File: src/include/tcb_lite_map.svh
// address map macros: memory windows, register window, window spans
`ifndef TCB_LITE_MAP_SVH
`define TCB_LITE_MAP_SVH

// memory 0 window, first 1 KiB
`define MAP_MEM0_BASE 32'h0000_0000

// memory 1 window, directly above memory 0
`define MAP_MEM1_BASE 32'h0000_0400

// control register window
`define MAP_REGS_BASE 32'h0000_1000

// byte span of each memory window
`define MAP_MEM_SPAN 32'h0000_0400

// byte span of the register window
`define MAP_REGS_SPAN 32'h0000_0010

`endif

File: src/hdl/tcb_lite_pkg.sv
// bus package: data types, request/response structs, register offsets, identity value
package tcb_lite_pkg;

    ////////////////////
    // basic bus types
    ////////////////////

    // byte address
    typedef logic [31:0] adr_t;
    // data word, read or write
    typedef logic [31:0] dat_t;
    // byte enables, one per lane
    typedef logic [3:0]  byt_t;
    // log2 of transfer byte count
    typedef logic [1:0]  siz_t;

    ////////////////////
    // request / response
    ////////////////////

    // manager to subordinate
    typedef struct packed {
        logic vld;
        logic lck;
        logic wen;
        adr_t adr;
        siz_t siz;
        byt_t byt;
        dat_t wdt;
    } tcb_req_t;

    // subordinate to manager
    // rdy is combinational, rdt/err one cycle after the transfer
    typedef struct packed {
        dat_t rdt;
        logic err;
        logic rdy;
    } tcb_rsp_t;

    ////////////////////
    // register block
    ////////////////////

    // byte offsets inside the register window
    localparam adr_t REG_SCRATCH = 32'h0000_0000;
    localparam adr_t REG_ID      = 32'h0000_0004;
    localparam adr_t REG_WCOUNT  = 32'h0000_0008;

    // read-only identity word
    localparam dat_t REG_ID_VALUE = 32'h7CB1_0001;

endpackage: tcb_lite_pkg

File: src/hdl/tcb_lite_regs.sv
// register subordinate: scratch, identity, write count, error responses
`timescale 1ns/1ps
`include "tcb_lite_map.svh"

module tcb_lite_regs (
    // clock and reset
    input  logic                   sub,
    input  logic                   rst_n,
    // bus port
    input  tcb_lite_pkg::tcb_req_t req,
    output tcb_lite_pkg::tcb_rsp_t rsp
);

    import tcb_lite_pkg::*;

    ////////////////////
    // local signals
    ////////////////////

    // address checks
    logic in_win;
    adr_t ofs;
    // handshake
    logic trn;
    // decoded access
    logic acc_err;
    dat_t acc_rdt;
    // accepted error-free write
    logic wr_ok;
    // registers
    dat_t scratch;
    dat_t wcount;
    // response registers
    dat_t rdt;
    logic err;

    // inside the 16-byte window, word aligned offset
    assign in_win = (req.adr & ~(`MAP_REGS_SPAN - 32'd1)) == `MAP_REGS_BASE;
    assign ofs    = req.adr & (`MAP_REGS_SPAN - 32'd4);

    assign trn   = req.vld & rsp.rdy;
    assign wr_ok = trn & req.wen & ~acc_err;

    ////////////////////
    // access decode
    ////////////////////

    always_comb begin
        acc_err = 1'b0;
        acc_rdt = '0;
        if (!in_win) begin
            // unmapped, routed here by the decoder
            acc_err = 1'b1;
        end else begin
            case (ofs)
                REG_SCRATCH: acc_rdt = scratch;
                // read only, writes fail
                REG_ID: begin
                    acc_rdt = REG_ID_VALUE;
                    acc_err = req.wen;
                end
                REG_WCOUNT: begin
                    acc_rdt = wcount;
                    acc_err = req.wen;
                end
                // offset 12 is a hole
                default: acc_err = 1'b1;
            endcase
        end
    end

    ////////////////////
    // register update
    ////////////////////

    always_ff @(posedge sub) begin
        if (!rst_n) begin
            scratch <= '0;
            wcount  <= '0;
            rdt     <= '0;
            err     <= 1'b0;
        end else begin
            // scratch lanes by byte enable
            if (wr_ok && (ofs == REG_SCRATCH)) begin
                for (int b = 0; b < 4; b++) begin
                    if (req.byt[b]) begin
                        scratch[8*b +: 8] <= req.wdt[8*b +: 8];
                    end
                end
            end
            if (wr_ok) begin
                wcount <= wcount + 32'd1;
            end
            // response, zero data on writes and errors
            if (trn) begin
                rdt <= (req.wen || acc_err) ? '0 : acc_rdt;
                err <= acc_err;
            end
        end
    end

    assign rsp.rdt = rdt;
    assign rsp.err = err;
    assign rsp.rdy = 1'b1;

endmodule: tcb_lite_regs

File: config.mk
export PLATFORM = sky130hd
export DESIGN_NAME = tcb_lite_regs
export DESIGN_NICKNAME = d
export VERILOG_FILES = /design/src/hdl/tcb_lite_pkg.sv /design/src/hdl/tcb_lite_regs.sv
export VERILOG_INCLUDE_DIRS = /design/src /design/src/include
export SDC_FILE = /design/constraint.sdc
export NUM_CORES = 1
export LEC_CHECK = 0
export BUFFER_PORTS_ARGS = -buffer_cell sky130_fd_sc_hd__buf_2
export CAP_MARGIN = 25
export CORE_ASPECT_RATIO = 1.1
export CORE_MARGIN = 5
export CORE_UTILIZATION = 46
export DETAILED_ROUTE_END_ITERATION = 8
export PLACE_DENSITY = 0.69
export SLEW_MARGIN = 5
export SYNTH_ARGS = -nofsm -noshare
export SYNTH_HDL_FRONTEND = slang
export SYNTH_SLANG_ARGS = --single-unit
File: constraint.sdc
create_clock -name sub -period 7.2 [get_ports sub]
set_input_delay 1.08 -clock sub [delete_from_list [all_inputs] [get_ports sub]]
set_output_delay 1.08 -clock sub [all_outputs]
set_load 0.005 [all_outputs]
==> impl_metrics.env <==
export IMPL_outcome="complete, no violations"
export IMPL_clock_sinks=97
export IMPL_io_pins=109
export IMPL_final_min_clock_period_ns=3.65
export IMPL_dr_pass1_iters=5
export IMPL_ir_worst_vdd_mv=0.129
export IMPL_p_clk_frac=0.433
export IMPL_synth_top_family_by_area="simple AND/OR/NAND/NOR gates"
export IMPL_multi_input_area_um2=2730
export IMPL_path_class="in2reg"
export IMPL_cts_setup_buffers=0
export IMPL_startpoint_type="primary input"
export IMPL_hold_viol_final=0
export IMPL_vias_per_cell=5.37
export IMPL_post_dp_hpwl_um=7860
export IMPL_syn_inst=538
export IMPL_drive_gt1_frac=0.223
export IMPL_start_util=0.469
export IMPL_ys_seq_area_frac=0.398
export IMPL_fmax_mhz=274
export IMPL_synth_simple_area_share=0.305
export IMPL_combinationalPowerShare=0.066
export IMPL_worst_path_buf_inv=1
export IMPL_swShare=0.239
export IMPL_yosysWarnings=0
export IMPL_ys_async_sr_fraction=0
export IMPL_coreArea_um2=10400
export IMPL_ant_nets=0
export IMPL_die_h_um=118
export IMPL_critical_path_max_stage_delay_ns=0.94
export IMPL_p_int_w=0.000814
export IMPL_cts_root_buf="clkbuf_16"
export IMPL_synth_fa_ha_area_frac=0.0128
export IMPL_overflow=0
export IMPL_finalCritPeriodShare=0.507
export IMPL_drv_cap=0
export IMPL_synth_ff_latch_count=97
export IMPL_layout_setup_ws_ns=3.55
export IMPL_seq_power_share=0.501
export IMPL_setup_viol=0
export IMPL_gp_congestion=0.759
export IMPL_p_leak_nw=2.05
export IMPL_worstPathCellList="buf_2 -> nor4b_4 -> nand4_4 -> or4_1 -> or4_1 -> a21boi_1"
export IMPL_yosys_most_used_dff="dfxtp_1"
export IMPL_die_area_um2=12800
export IMPL_cp_top_family="simple AND/OR/NAND/NOR gates"
export IMPL_grt_max_degree=102
export IMPL_max_slew_margin=0.318
export IMPL_layout_nets=693
export IMPL_maxSlewViolCount=0
export IMPL_drt_iter0_markers=208
export IMPL_regArea_um2=1940
export IMPL_antenna_found_initial=0
export IMPL_synth_cell_type_count=42
export IMPL_cp_max_fo=34
export IMPL_path_clk_slew_ns=0.07
export IMPL_cts_buffers=9
export IMPL_syn_nets=618
export IMPL_hold_buffers=0
export IMPL_wirelength_um=11400
export IMPL_cts_tree="done"
export IMPL_synth_edf_count=0
export IMPL_gr_usage_all_layers=0.185
export IMPL_rows=39
export IMPL_pre_cts_ws_ns=3.18
export IMPL_drc_errors=0
export IMPL_p_sw_w=0.000256
export IMPL_synth_compound_area_frac=0.162
export IMPL_path_common_cell="or4_1"
export IMPL_hold_path_class="reg2reg"
export IMPL_port_buffers=102
export IMPL_grt_pass1_wl_um=19600
export IMPL_wl_per_cell_um=15.0
export IMPL_diodes=0
export IMPL_clk_latency_ns=0.34
export IMPL_end_kind="register"
export IMPL_syn_area_per_cell_um2=9.06
export IMPL_syn2layout_area_growth_pct=17.8
export IMPL_synth_xor_area_share=0.00359
export IMPL_fp_dieW_um=108
export IMPL_num_vias=4085
export IMPL_syn_area_um2=4870
export IMPL_mostFrequentLayoutCells="102 x buf_2, 97 x dfxtp_1, 93 x nor2b_1, 37 x nor2_1, 36 x mux2i_1"
export IMPL_crit_required_ns=7.48
export IMPL_fin_setup_tns_ns=0
export IMPL_cp_slowest_cell="or4_1"
export IMPL_worst_pin_slew_ns=1.02
export IMPL_fin_skew_ns=0.00635
export IMPL_cts_htree_levels=3
export IMPL_grt_pass1_vias=4107
export IMPL_final_common_cell="buf_2"
export IMPL_power_w=0.00107
export IMPL_cts_resized_gates=0
export IMPL_synth_mux_area_frac=0.0739
export IMPL_p_per_area_nw_per_um2=186
export IMPL_rsz0062_at_grt="no"
export IMPL_clock_path_buffers=2
export IMPL_cp_arrival_ns=3.93
export IMPL_fill_cells=978
==> sequential cells by signal (all words and copies together), names as in the netlist <==
signal,flops
rdt,32
scratch,32
wcount,32
err,1
==> synthesized netlist by cell type (9+ instances only) <==
| cell | count | area share |
|---|---|---|
| nand3_1 | 10 | 0.010 |
| a22oi_1 | 22 | 0.034 |
| inv_1 | 9 | 0.0069 |
| a221oi_1 | 10 | 0.018 |
| a21boi_1 | 12 | 0.018 |
| nor2b_1 | 93 | 0.12 |
| o31ai_1 | 9 | 0.014 |
| o21ai_0 | 16 | 0.016 |
| nand2_1 | 20 | 0.015 |
| dfxtp_1 | 97 | 0.40 |
| clkbuf_1 | 32 | 0.025 |
| mux2i_1 | 36 | 0.074 |
| or3_1 | 17 | 0.022 |
| a21boi_0 | 12 | 0.018 |
| nor2_1 | 37 | 0.028 |
| or4_1 | 11 | 0.017 |
| a21oi_1 | 32 | 0.033 |
==> final cells by class <==
class                      instances  area share
inverter                           9     0.00589
tap                              143      0.0312
sequential                        97       0.338
multi-input combinational        390       0.476
clock inverter                     6     0.00916
timing repair buffer             106      0.0977
clock buffer                      10      0.0416
==> final timing paths <==
kind	start	endpoint	slack (ns)	depth (start not counted)
hold / removal	wcount[31]	wcount[31]	0.48	2
hold reg to reg	wcount[31]	wcount[31]	0.48	2
setup reg to reg	wcount[3]	wcount[29]	4.66	5
setup / recovery	req[72]	wcount[19]	3.55	6
==> metal layers <==
layer  part of all wire  wire length [µm]  track usage
met1               0.47              5370        0.248
met5                  0                 0            0
met2               0.47              5330        0.303
met4              0.013               150       0.0545
met3              0.050               576       0.0329
==> logic make-up after synthesis <==
kind of cell,count (synthesis)
and+or+nand+nor,227
buffers and inverters,51
other,1
muxes,36
DFF,97
AOI/OAI and AO/OA,119
adders and majority gates,5
xor gates and xnor gates,2
==> worst register-to-register path, delay by kind of cell (launching register included) <==
kind | cells | cell delay (ns)
and+or+nand+nor | 4 | 1.88
DFF | 1 | 0.45
AOI/OAI and AO/OA | 1 | 0.16
==> through the flow <==
stage,std cells,hold slack (ns),instance area [µm²],util
2_1_floorplan,538,0.443,4870,-
3_3_place_gp,744,0.472,5420,0.521
3_5_place_dp,745,0.481,5450,0.524
4_1_cts,761,0.490,5740,0.552
5_1_grt,761,0.508,5740,0.552
6_report,761,0.481,5740,0.552
==> power groups by stage <==
stage	sequential, W	clock [W]	combinational, W
2_1_floorplan	0.000549	0	0.0000373
3_3_place_gp	0.000549	0	0.0000671
3_5_place_dp	0.000549	0	0.0000705
4_1_cts	0.000537	0.000472	0.0000707
5_1_grt	0.000536	0.000498	0.0000769
6_report	0.000537	0.000464	0.0000701
Note: power is estimated with default switching activity, not from simulation.
