## src/include/tcb_lite_map.svh

```systemverilog
// address map macros: memory windows, register window, window spans
`ifndef TCB_LITE_MAP_SVH
`define TCB_LITE_MAP_SVH

// memory 0 window, first 1 KiB
`define MAP_MEM0_BASE 32'h0000_0000

// memory 1 window, directly above memory 0
`define MAP_MEM1_BASE 32'h0000_0400

// control register window
`define MAP_REGS_BASE 32'h0000_1000

// byte span of each memory window
`define MAP_MEM_SPAN 32'h0000_0400

// byte span of the register window
`define MAP_REGS_SPAN 32'h0000_0010

`endif

```

## src/hdl/tcb_lite_pkg.sv

```systemverilog
// bus package: data types, request/response structs, register offsets, identity value
package tcb_lite_pkg;

    ////////////////////
    // basic bus types
    ////////////////////

    // byte address
    typedef logic [31:0] adr_t;
    // data word, read or write
    typedef logic [31:0] dat_t;
    // byte enables, one per lane
    typedef logic [3:0]  byt_t;
    // log2 of transfer byte count
    typedef logic [1:0]  siz_t;

    ////////////////////
    // request / response
    ////////////////////

    // manager to subordinate
    typedef struct packed {
        logic vld;
        logic lck;
        logic wen;
        adr_t adr;
        siz_t siz;
        byt_t byt;
        dat_t wdt;
    } tcb_req_t;

    // subordinate to manager
    // rdy is combinational, rdt/err one cycle after the transfer
    typedef struct packed {
        dat_t rdt;
        logic err;
        logic rdy;
    } tcb_rsp_t;

    ////////////////////
    // register block
    ////////////////////

    // byte offsets inside the register window
    localparam adr_t REG_SCRATCH = 32'h0000_0000;
    localparam adr_t REG_ID      = 32'h0000_0004;
    localparam adr_t REG_WCOUNT  = 32'h0000_0008;

    // read-only identity word
    localparam dat_t REG_ID_VALUE = 32'h7CB1_0001;

endpackage: tcb_lite_pkg

```

## src/hdl/tcb_lite_demultiplexer.sv

```systemverilog
// bus demultiplexer: request steering, rdy return, registered response select
`timescale 1ns/1ps

module tcb_lite_demultiplexer #(
    // number of subordinate ports
    parameter  int unsigned IFN = 3,
    // select width
    localparam int unsigned IFL = $clog2(IFN)
)(
    // clock and reset
    input  logic                   sub,
    input  logic                   rst_n,
    // port select from the decoder
    input  logic [IFL-1:0]         sel,
    // manager side
    input  tcb_lite_pkg::tcb_req_t req,
    output tcb_lite_pkg::tcb_rsp_t rsp,
    // subordinate side
    output tcb_lite_pkg::tcb_req_t man_req [IFN-1:0],
    input  tcb_lite_pkg::tcb_rsp_t man_rsp [IFN-1:0]
);

    import tcb_lite_pkg::*;

    ////////////////////
    // local signals
    ////////////////////

    // handshake on the manager side
    logic           trn;
    // port that owns the pending response
    logic [IFL-1:0] rsp_sel;

    ////////////////////
    // control
    ////////////////////

    // transfer when selected port is ready
    assign trn = req.vld & rsp.rdy;

    // response select follows the request select at each transfer
    always_ff @(posedge sub) begin
        if (!rst_n) begin
            rsp_sel <= '0;
        end else if (trn) begin
            rsp_sel <= sel;
        end
    end

    ////////////////////
    // request
    ////////////////////

    // copy to every port, only the selected one sees vld
    for (genvar i = 0; i < IFN; i++) begin: gen_req
        always_comb begin
            man_req[i]     = req;
            man_req[i].vld = (sel == IFL'(i)) ? req.vld : 1'b0;
        end
    end: gen_req

    ////////////////////
    // response
    ////////////////////

    // data and error from the port of the last transfer
    assign rsp.rdt = man_rsp[rsp_sel].rdt;
    assign rsp.err = man_rsp[rsp_sel].err;
    // ready from the port selected right now
    assign rsp.rdy = man_rsp[sel].rdy;

endmodule: tcb_lite_demultiplexer

```

## config.mk

```make
export PLATFORM = sky130hd
export DESIGN_NAME = tcb_lite_demultiplexer
export DESIGN_NICKNAME = d
export VERILOG_FILES = /design/src/include/tcb_lite_map.svh /design/src/hdl/tcb_lite_pkg.sv /design/src/hdl/tcb_lite_demultiplexer.sv
export SDC_FILE = /design/constraint.sdc
export NUM_CORES = 1
export LEC_CHECK = 0
export BUFFER_PORTS_ARGS = -buffer_cell sky130_fd_sc_hd__clkbuf_2
export CORE_AREA = 2 2 169 171
export CTS_CLUSTER_DIAMETER = 30
export CTS_CLUSTER_SIZE = 16
export DETAILED_ROUTE_END_ITERATION = 8
export DIE_AREA = 0 0 171 173
export MAX_ROUTING_LAYER = met4
export SLEW_MARGIN = 10
export SYNTH_ARGS = -nofsm -noshare
export SYNTH_HDL_FRONTEND = slang
export SYNTH_SLANG_ARGS = --single-unit
export TNS_END_PERCENT = 30
```

## constraint.sdc

```tcl
create_clock -name sub -period 1.5 [get_ports sub]
set_input_delay 0.3 -clock sub [delete_from_list [all_inputs] [get_ports sub]]
set_output_delay 0.3 -clock sub [all_outputs]
set_load 0.1 [all_outputs]
```

==> results.json, run 1 <==
{
  "drt_pass1_iterations": 2,
  "min_to": "rsp_sel[1]",
  "place_area_um2": 2785,
  "grt_max_degree": 24,
  "synth_edf_count": 0,
  "setup_viol": 33,
  "hold-path-cell-count": 2,
  "finalSetupTns_ns": -7.005,
  "wl_per_cell_um": 13.01,
  "drv_slew": 0,
  "multi_input_area_um2": 895.9,
  "clkLatencyLatePin_ns": 0.22,
  "synthArstFlopShare_pct": 0,
  "synthCells": 347,
  "drive_above_1_share_pct": 75.00,
  "reg2reg_depth": 2,
  "fmax_ghz": 0.5674,
  "core_um2": 27630,
  "insertedDiodeCount": 0,
  "cp_data_arrival_time_ns": 1.46,
  "track_usage_pct": 5.364,
  "switching_power_mw": 1.040,
  "drtIter0Drc": 34,
  "setup_slack_ns": -0.2625,
  "cp.required_ns": 1.20,
  "utilization_pct": 10.47,
  "ys_types": 17,
  "grt_overflow": 0,
  "cellLeakagePower_nw": 1.157,
  "worstSetupEndpointType": "output pin",
  "clockPowerShare_pct": 20.2,
  "syn_to_final_growth_pct": 15.36,
  "num_rows": 61,
  "portBuffers": 143,
  "synth_common_cells": "buf_4 (217), mux2i_1 (35), nand2_1 (35)",
  "ir_worst_vdd_mv": 0.5624,
  "p_sw_share_pct": 51.93,
  "p_per_area_nw_per_um2": 691.9,
  "synth_area_leader_cell": "buf_4",
  "power_frac_comb_pct": 76.9,
  "pin_count": 432,
  "die_w_um": 171,
  "cpMostUsedCell": "buf_12",
  "dp_hpwl_mm": 7.503,
  "htreeDepth": 1,
  "crit_type": "flip-flop to output pin",
  "max_slew_margin_pct": 70.46,
  "cp_max_fo": 16,
  "largest_reg_flops": 2,
  "synth_top_cells_by_area": "buf_4 (65%), mux2i_1 (14%), o21ai_0 (6.0%)",
  "clk_pin_slew_worst_paths_ns": 0.03,
  "hold_buffers": 0,
  "syn-cell-area_um2": 2509,
  "cts_tree": "built",
  "reg.largest.list": "rsp_sel: 2 flops",
  "synth-seq-cells": 2,
  "grt_pass1_wl_mm": 11.51,
  "die_y_um": 173,
  "finalHoldViolCount": 0,
  "min_period_ns": 1.762,
  "clock-skew-final_ns": 0,
  "root_buffer": "clkbuf_16",
  "regMostFlops": "rsp_sel",
  "critical_path.reg2reg.startpoint": "rsp_sel[0]",
  "num_vias": 1749,
  "clockBufferDepth": 2,
  "syn-num-nets": 526,
  "cts-buffers-inserted": 3,
  "synthFlopType": "dfxtp_1",
  "rsz0062_at_grt": "yes",
  "final_antenna_net_count": 0,
  "status": "finished with violations",
  "hp-class": "primary input to flip-flop",
  "grt_antenna_before_repair": 0,
  "rrSetupSlack_ns": 0.54,
  "p_seq_share_pct": 2.9,
  "cp_slowest_cell": "dfxtp_2",
  "fin_hold_ws_ns": 0.3275,
  "postLayoutCellArea_um2": 2894,
  "start_kind": "flip-flop",
  "worstSetupStartpoint": "rsp_sel[0]",
  "grt_pass1_vias": 1859,
  "drt_wl_total_mm": 8.506,
  "initial_core_util_pct": 9.080,
  "yosys_warnings": 0,
  "drc_errors": 0,
  "ff_latch_area_um2": 42.54,
  "min_from": "rst_n",
  "clock_sinks": 2,
  "worstReg2RegEnd": "rsp_sel[0]",
  "max_stage_delay_ns": 0.34,
  "final_nets": 457,
  "syn_avg_cell_area_um2": 7.230,
  "synth_top_area_share_pct": 64.94,
  "internal_power_mw": 0.9626,
  "violations": "negative setup slack",
  "max_cap_viol_count": 0,
  "ys_seq_area_share_pct": 1.596,
  "post-synth-top-count-cell": "buf_4",
  "worst_slew_pin_slew_ns": 0.4431,
  "viasPerCell": 2.674,
  "place.gp.congestion": 0.6886,
  "fin_crit_sh_pct": 117.5,
  "die-area_um2": 29580,
  "fill_cells": 3223,
  "critical_path.cell_chain": "buf_12 -> buf_12 -> mux2i_2 -> o21ai_2 -> buf_12"
}
-- critical path: cells and delay by family, from the launching register on --
kind,cells,cell delay (ns)
buffers and inverters,3,0.51
DFF,1,0.34
muxes,1,0.26
AOI/OAI and AO/OA,1,0.09
-- layer usage --
layer	up-vias	GRT usage, %	wire length (um)
li1	765	-	-
met1	720	5.356	2958
met2	184	7.460	3610
met3	80	3.342	1368
met4	0	4.096	569
met5	-	-	0
-- final cells by class --
type / instances / area share [%]
Multi-Input combinational cell: 115 / 30.96
Sequential cell: 2 / 1.470
Timing Repair Buffer: 153 / 48.25
Clock buffer: 3 / 2.594
Inverter: 3 / 0.3891
Tap cell: 378 / 16.34
-- worst max path at each step --
stage	endpoint	slack, ns	cells past startpoint
floorplan	rsp[10]	-0.39	2
global placement	rsp[14]	-0.02	6
detailed placement	rsp[25]	-0.04	5
CTS	rsp[12]	-0.27	6
global route	rsp[12]	-0.31	6
finish	rsp[25]	-0.26	5
-- cell usage in the layout, fill, tap and decap left out, types with 3 or more instances in the layout --
cell / count
buf_4: 6
clkbuf_2: 106
buf_12: 41
clkbuf_16: 3
nand2_2: 3
nand2_1: 32
mux2i_1: 28
mux2i_2: 7
nor2_2: 3
o21ai_2: 33
inv_1: 3
-- metrics by stage --
stage | power (mW) | setup slack (ns) | std cells
after floorplan | 3.684 | -0.3868 | 347
after global placement | 1.592 | -0.01787 | 651
after detailed placement | 1.597 | -0.04440 | 651
after CTS | 2.013 | -0.2677 | 654
after global routing | 2.066 | -0.3066 | 654
final | 2.003 | -0.2625 | 654
-- cells by family after synthesis --
group,synth area share (%)
AND/OR/NAND/NOR,6.883
flip-flops,1.596
AO/OA/AOI/OAI,8.129
buffers and inverters,69.43
multiplexers,13.97
-- power by group through the flow --
| stage | Sequential, mW | Combinational [mW] | Clock, mW |
|---|---|---|---|
| floorplan | 0.0595 | 3.62 | 0 |
| global placement | 0.0595 | 1.53 | 0 |
| detailed placement | 0.0594 | 1.54 | 0 |
| CTS | 0.0587 | 1.54 | 0.411 |
| global route | 0.0589 | 1.59 | 0.415 |
| finish | 0.0585 | 1.54 | 0.404 |
-- what timing repair did --
item,CTS,global route
pin swaps,0,0
endpoints found under the setup margin,33,33
gates resized for setup,2,8
setup buffers,0,0
(Power assumes the default switching activity.)
==> run 2: changes to the inputs <==
==> constraint.sdc (replaced) <==
create_clock -name sub -period 2.3 [get_ports sub]
set_input_delay 0.46 -clock sub [delete_from_list [all_inputs] [get_ports sub]]
set_output_delay 0.46 -clock sub [all_outputs]
set_load 0.1 [all_outputs]
==> results.json, run 2 (synthesis gave the netlist of run 1 again) <==
{
  "die_y_um": 173,
  "start_kind": "flip-flop",
  "fill_cells": 3235,
  "ir_worst_vdd_mv": 0.1724,
  "grt_pass1_wl_mm": 11.12,
  "cp_data_arrival_time_ns": 1.62,
  "worstSetupEndpointType": "output pin",
  "grt_antenna_before_repair": 2,
  "final_antenna_net_count": 0,
  "num_rows": 61,
  "wl_per_cell_um": 13.50,
  "regMostFlops": "rsp_sel",
  "layout_commonest_cell": "clkbuf_2",
  "clkLatencyLatePin_ns": 0.22,
  "drtIter0Drc": 21,
  "multi_input_area_um2": 760.7,
  "drv_slew": 0,
  "root_buffer": "clkbuf_16",
  "cpMostUsedCell": "buf_12",
  "ff_latch_area_um2": 42.54,
  "cts.repair.resized": 0,
  "crit_type": "flip-flop to output pin",
  "pin_count": 432,
  "setup_slack_ns": 0.2229,
  "clk_pin_slew_worst_paths_ns": 0.03,
  "max_slew_margin_pct": 64.24,
  "clock-skew-final_ns": 0,
  "dp_hpwl_mm": 7.381,
  "drt_pass1_iterations": 3,
  "hold_buffers": 0,
  "track_usage_pct": 5.335,
  "worst_slew_pin_slew_ns": 0.5386,
  "rsz0062_at_grt": "no",
  "drc_errors": 0,
  "fin_cells": 651,
  "post-cts-setup-buffers": 0,
  "num_vias": 1712,
  "reg.largest.list": "rsp_sel: 2 flops",
  "fin_crit_sh_pct": 90.31,
  "finalHoldViolCount": 0,
  "drt_wl_total_mm": 8.786,
  "max_cap_viol_count": 0,
  "min_period_ns": 2.077,
  "initial_core_util_pct": 9.080,
  "status": "finished, final reports clean",
  "dp_cells": 646,
  "core_um2": 27630,
  "postLayoutCellArea_um2": 2646,
  "cellLeakagePower_nw": 1.061,
  "critical_path.cell_chain": "nor2b_4 -> buf_12 -> nand2_1 -> o21ai_1 -> buf_12",
  "cts-buffers-inserted": 3,
  "clock_sinks": 2,
  "cp_max_fo": 23,
  "p_per_area_nw_per_um2": 468.2,
  "cp.required_ns": 1.84,
  "rrSetupSlack_ns": 1.13,
  "viasPerCell": 2.630,
  "hp-class": "primary input to flip-flop",
  "place.gp.congestion": 0.6076,
  "grt_overflow": 0,
  "drive_above_1_share_pct": 60.52,
  "place_area_um2": 2566,
  "htreeDepth": 1,
  "grt_max_degree": 36,
  "clockBufferDepth": 2,
  "grt_pass1_vias": 1750,
  "cts_tree": "built",
  "setup_viol": 0,
  "portBuffers": 143,
  "syn_to_final_growth_pct": 5.486,
  "die_w_um": 171,
  "die-area_um2": 29580,
  "final_nets": 452,
  "dp_slack_ns": 0.3790,
  "cp_slowest_cell": "dfxtp_2",
  "largest_reg_flops": 2,
  "final_cell_mix": "clkbuf_2 (108), mux2i_1 (35), nand2_1 (35), buf_12 (35), o21ai_1 (25)",
  "fmax_ghz": 0.4814,
  "max_stage_delay_ns": 0.34
}
-- run 2: changes by cell type in the layout (fill, tap and decap cells not counted), moves of 6 or more --
cell	delta
o21ai_1	+25
o21ai_2	-25
mux2i_1	+7
mux2i_2	-7
buf_12	-6
-- run 2: final cells by class --
class	count	area share [%]
Tap cell	378	17.87
Sequential cell	2	1.608
Clock buffer	3	2.837
Multi-Input combinational cell	115	28.75
Inverter	3	0.4255
Timing Repair Buffer	148	48.32
Antenna cell	2	0.1891
-- run 2: where the power goes --
group / switching (mW) / leakage, nW / total, mW / internal, mW
sequential: 0.00151 / 0.0172 / 0.0382 / 0.0367
clock: 0.0387 / 0.0370 / 0.260 / 0.221
combinational: 0.608 / 1.01 / 0.941 / 0.333
-- run 2: final timing paths --
path              depth (start not counted)        from          to
setup / recovery                          5  rsp_sel[0]      rsp[5]
setup reg to reg                          3  rsp_sel[1]  rsp_sel[1]
hold reg to reg                           1  rsp_sel[0]  rsp_sel[0]
hold / removal                            2       rst_n  rsp_sel[0]
-- run 2: worst max-delay path, delay by kind of cell (launching register included) --
family	cells	cell delay, ns
DFF	1	0.34
buffers and inverters	2	0.44
and+or+nand+nor	2	0.41
AOI/OAI and AO/OA	1	0.18
-- run 2: through the flow --
stage	TNS [ns]	total power, mW	util [%]	hold slack, ns
after CTS	0	1.257	9.560	0.4737
final	0	1.239	9.578	0.4777
after detailed placement	0	0.9891	9.288	0.6153
after floorplan	-4.976	2.378	-	0.5387
after global routing	0	1.286	9.578	0.4918
after global placement	0	0.9840	9.288	0.6037
-- run 2: per-layer routing --
metal | wire length, um | share of wire [%] | global-route usage, %
met1 | 2318 | 26 | 3.659
met2 | 3946 | 45 | 8.703
met3 | 1637 | 19 | 3.502
met4 | 884 | 10 | 5.367
met5 | 0 | 0 | -
==> run 3: changes to the inputs <==
--- a/config.mk
+++ b/config.mk
@@ -5,12 +5,12 @@
 export SDC_FILE = /design/constraint.sdc
 export NUM_CORES = 1
 export LEC_CHECK = 0
-export BUFFER_PORTS_ARGS = -buffer_cell sky130_fd_sc_hd__clkbuf_2
-export CORE_AREA = 2 2 169 171
+export CORE_AREA = 2 2 166 168
 export CTS_CLUSTER_DIAMETER = 30
 export CTS_CLUSTER_SIZE = 16
 export DETAILED_ROUTE_END_ITERATION = 8
-export DIE_AREA = 0 0 171 173
+export DIE_AREA = 0 0 168 170
+export DONT_BUFFER_PORTS = 1
 export MAX_ROUTING_LAYER = met4
 export SLEW_MARGIN = 10
 export SYNTH_ARGS = -nofsm -noshare
==> results.json, run 3 (synthesis gave the netlist of run 1 again) <==
{
  "status": "finished, final reports clean",
  "drt_pass1_iterations": 4,
  "fin_hold_ws_ns": 0.3790,
  "drive_above_1_share_pct": 52.69,
  "dp_hpwl_mm": 6.963,
  "p_sw_share_pct": 53.43,
  "grt_overflow": 0,
  "grt.met2_usage_pct": 8.714,
  "core_um2": 26650,
  "grt_antenna_before_repair": 0,
  "layout_commonest_cell": "buf_12",
  "clock_sinks": 2,
  "utilization_pct": 8.296,
  "largest_reg_flops": 2,
  "die-area_um2": 28560,
  "fmax_ghz": 0.4733,
  "fin_crit_sh_pct": 91.85,
  "clkLatencyLatePin_ns": 0.22,
  "fill_cells": 3060,
  "post-cts-setup-buffers": 0,
  "drt_wl_total_mm": 8.196,
  "hold_buffers": 0,
  "finalHoldViolCount": 0,
  "final_antenna_net_count": 0,
  "worstSetupEndpointType": "output pin",
  "root_buffer": "clkbuf_16",
  "setup_slack_ns": 0.1874,
  "met3_usage_pct": 2.558,
  "portBuffers": 0,
  "insertedDiodeCount": 0,
  "regMostFlops": "rsp_sel",
  "grt_max_degree": 36,
  "rsz0062_at_grt": "no",
  "internal_power_mw": 0.5482,
  "cts_tree": "built",
  "place.gp.congestion": 0.5769,
  "cp.required_ns": 1.84,
  "grt_pass1_wl_mm": 10.29,
  "start_kind": "flip-flop",
  "crit_type": "flip-flop to output pin",
  "max_slew_margin_pct": 76.63,
  "max_cap_viol_count": 0,
  "worst_slew_pin_slew_ns": 0.3408,
  "hp-class": "primary input to flip-flop",
  "multi_input_area_um2": 862.1,
  "cellLeakagePower_nw": 0.6715,
  "syn_to_final_growth_pct": -11.87,
  "cp_max_fo": 21,
  "cts.repair.resized": 0,
  "grt_pass1_vias": 1458,
  "track_usage_pct": 5.208,
  "num_vias": 1384,
  "cts-buffers-inserted": 3,
  "viasPerCell": 2.724,
  "htreeDepth": 1,
  "ir_worst_vdd_mv": 0.1318,
  "cp_data_arrival_time_ns": 1.65,
  "clk_pin_slew_worst_paths_ns": 0.03,
  "p_seq_share_pct": 3.4,
  "setup_viol": 0,
  "clockBufferDepth": 2,
  "pin_count": 432,
  "finalSetupTns_ns": 0,
  "dp_slack_ns": 0.3519,
  "clock-skew-final_ns": 0,
  "ff_latch_area_um2": 42.54,
  "reg.largest.list": "rsp_sel: 2 flops",
  "min_period_ns": 2.113,
  "drtIter0Drc": 21,
  "initial_core_util_pct": 9.413,
  "switching_power_mw": 0.6289,
  "die_w_um": 168,
  "final_cell_mix": "buf_12 (37), mux2i_1 (35), nand2_1 (35)",
  "grt-busiest-layer": "met2",
  "grt_use_met1_pct": 3.985,
  "clockPowerShare_pct": 22.1,
  "p_per_area_nw_per_um2": 532.4,
  "wl_per_cell_um": 16.13,
  "drc_errors": 0,
  "power_frac_comb_pct": 74.5,
  "num_rows": 60,
  "final_nets": 348,
  "drv_slew": 0,
  "die_y_um": 170
}
## run 3: metrics by stage
step                instance area (um2)  power (mW)  cells
floorplan                          2542       2.378    347
global placement                   2136      0.9214    505
detailed placement                 2136      0.9263    505
CTS                                2211       1.190    508
global route                       2211       1.217    508
finish                             2211       1.177    508
## run 3: power by group through the flow
| stage | Sequential, mW | Clock, mW | Combinational [mW] |
|---|---|---|---|
| finish | 0.0399 | 0.260 | 0.877 |
| global route | 0.0406 | 0.272 | 0.904 |
| CTS | 0.0406 | 0.264 | 0.885 |
| detailed placement | 0.0411 | 0 | 0.885 |
| global placement | 0.0411 | 0 | 0.880 |
| floorplan | 0.0383 | 0 | 2.34 |
## run 3: layout make-up
| class | count | area share (%) |
|---|---|---|
| multi-input cells | 115 | 38.99 |
| repair buffers | 44 | 35.88 |
| well taps | 341 | 19.30 |
| clock buffers | 3 | 3.396 |
| flip-flops and latches | 2 | 1.924 |
| inverters | 3 | 0.5093 |
## run 3: path summary, 6_finish.rpt
path / startpoint / end / slack, ns / depth (start not counted)
worst max-delay path: rsp_sel[0] / rsp[11] / 0.19 / 5
worst min-delay path: rst_n / rsp_sel[0] / 0.38 / 1
worst max register to register: rsp_sel[1] / rsp_sel[1] / 1.29 / 3
worst min register to register: rsp_sel[0] / rsp_sel[0] / 0.70 / 1
## run 3: per-layer routing
layer | up-vias | part of all wire, %
li1 | 537 | -
met1 | 550 | 26
met2 | 217 | 47
met3 | 80 | 16
met4 | 0 | 10
met5 | - | 0
## run 3: worst max-delay path, stage by stage, from the launching register on
cell and delay [ns]:
dfxtp_2 0.44, buf_12 0.23, buf_12 0.17, mux2i_1 0.28
o21ai_2 0.10, buf_12 0.17
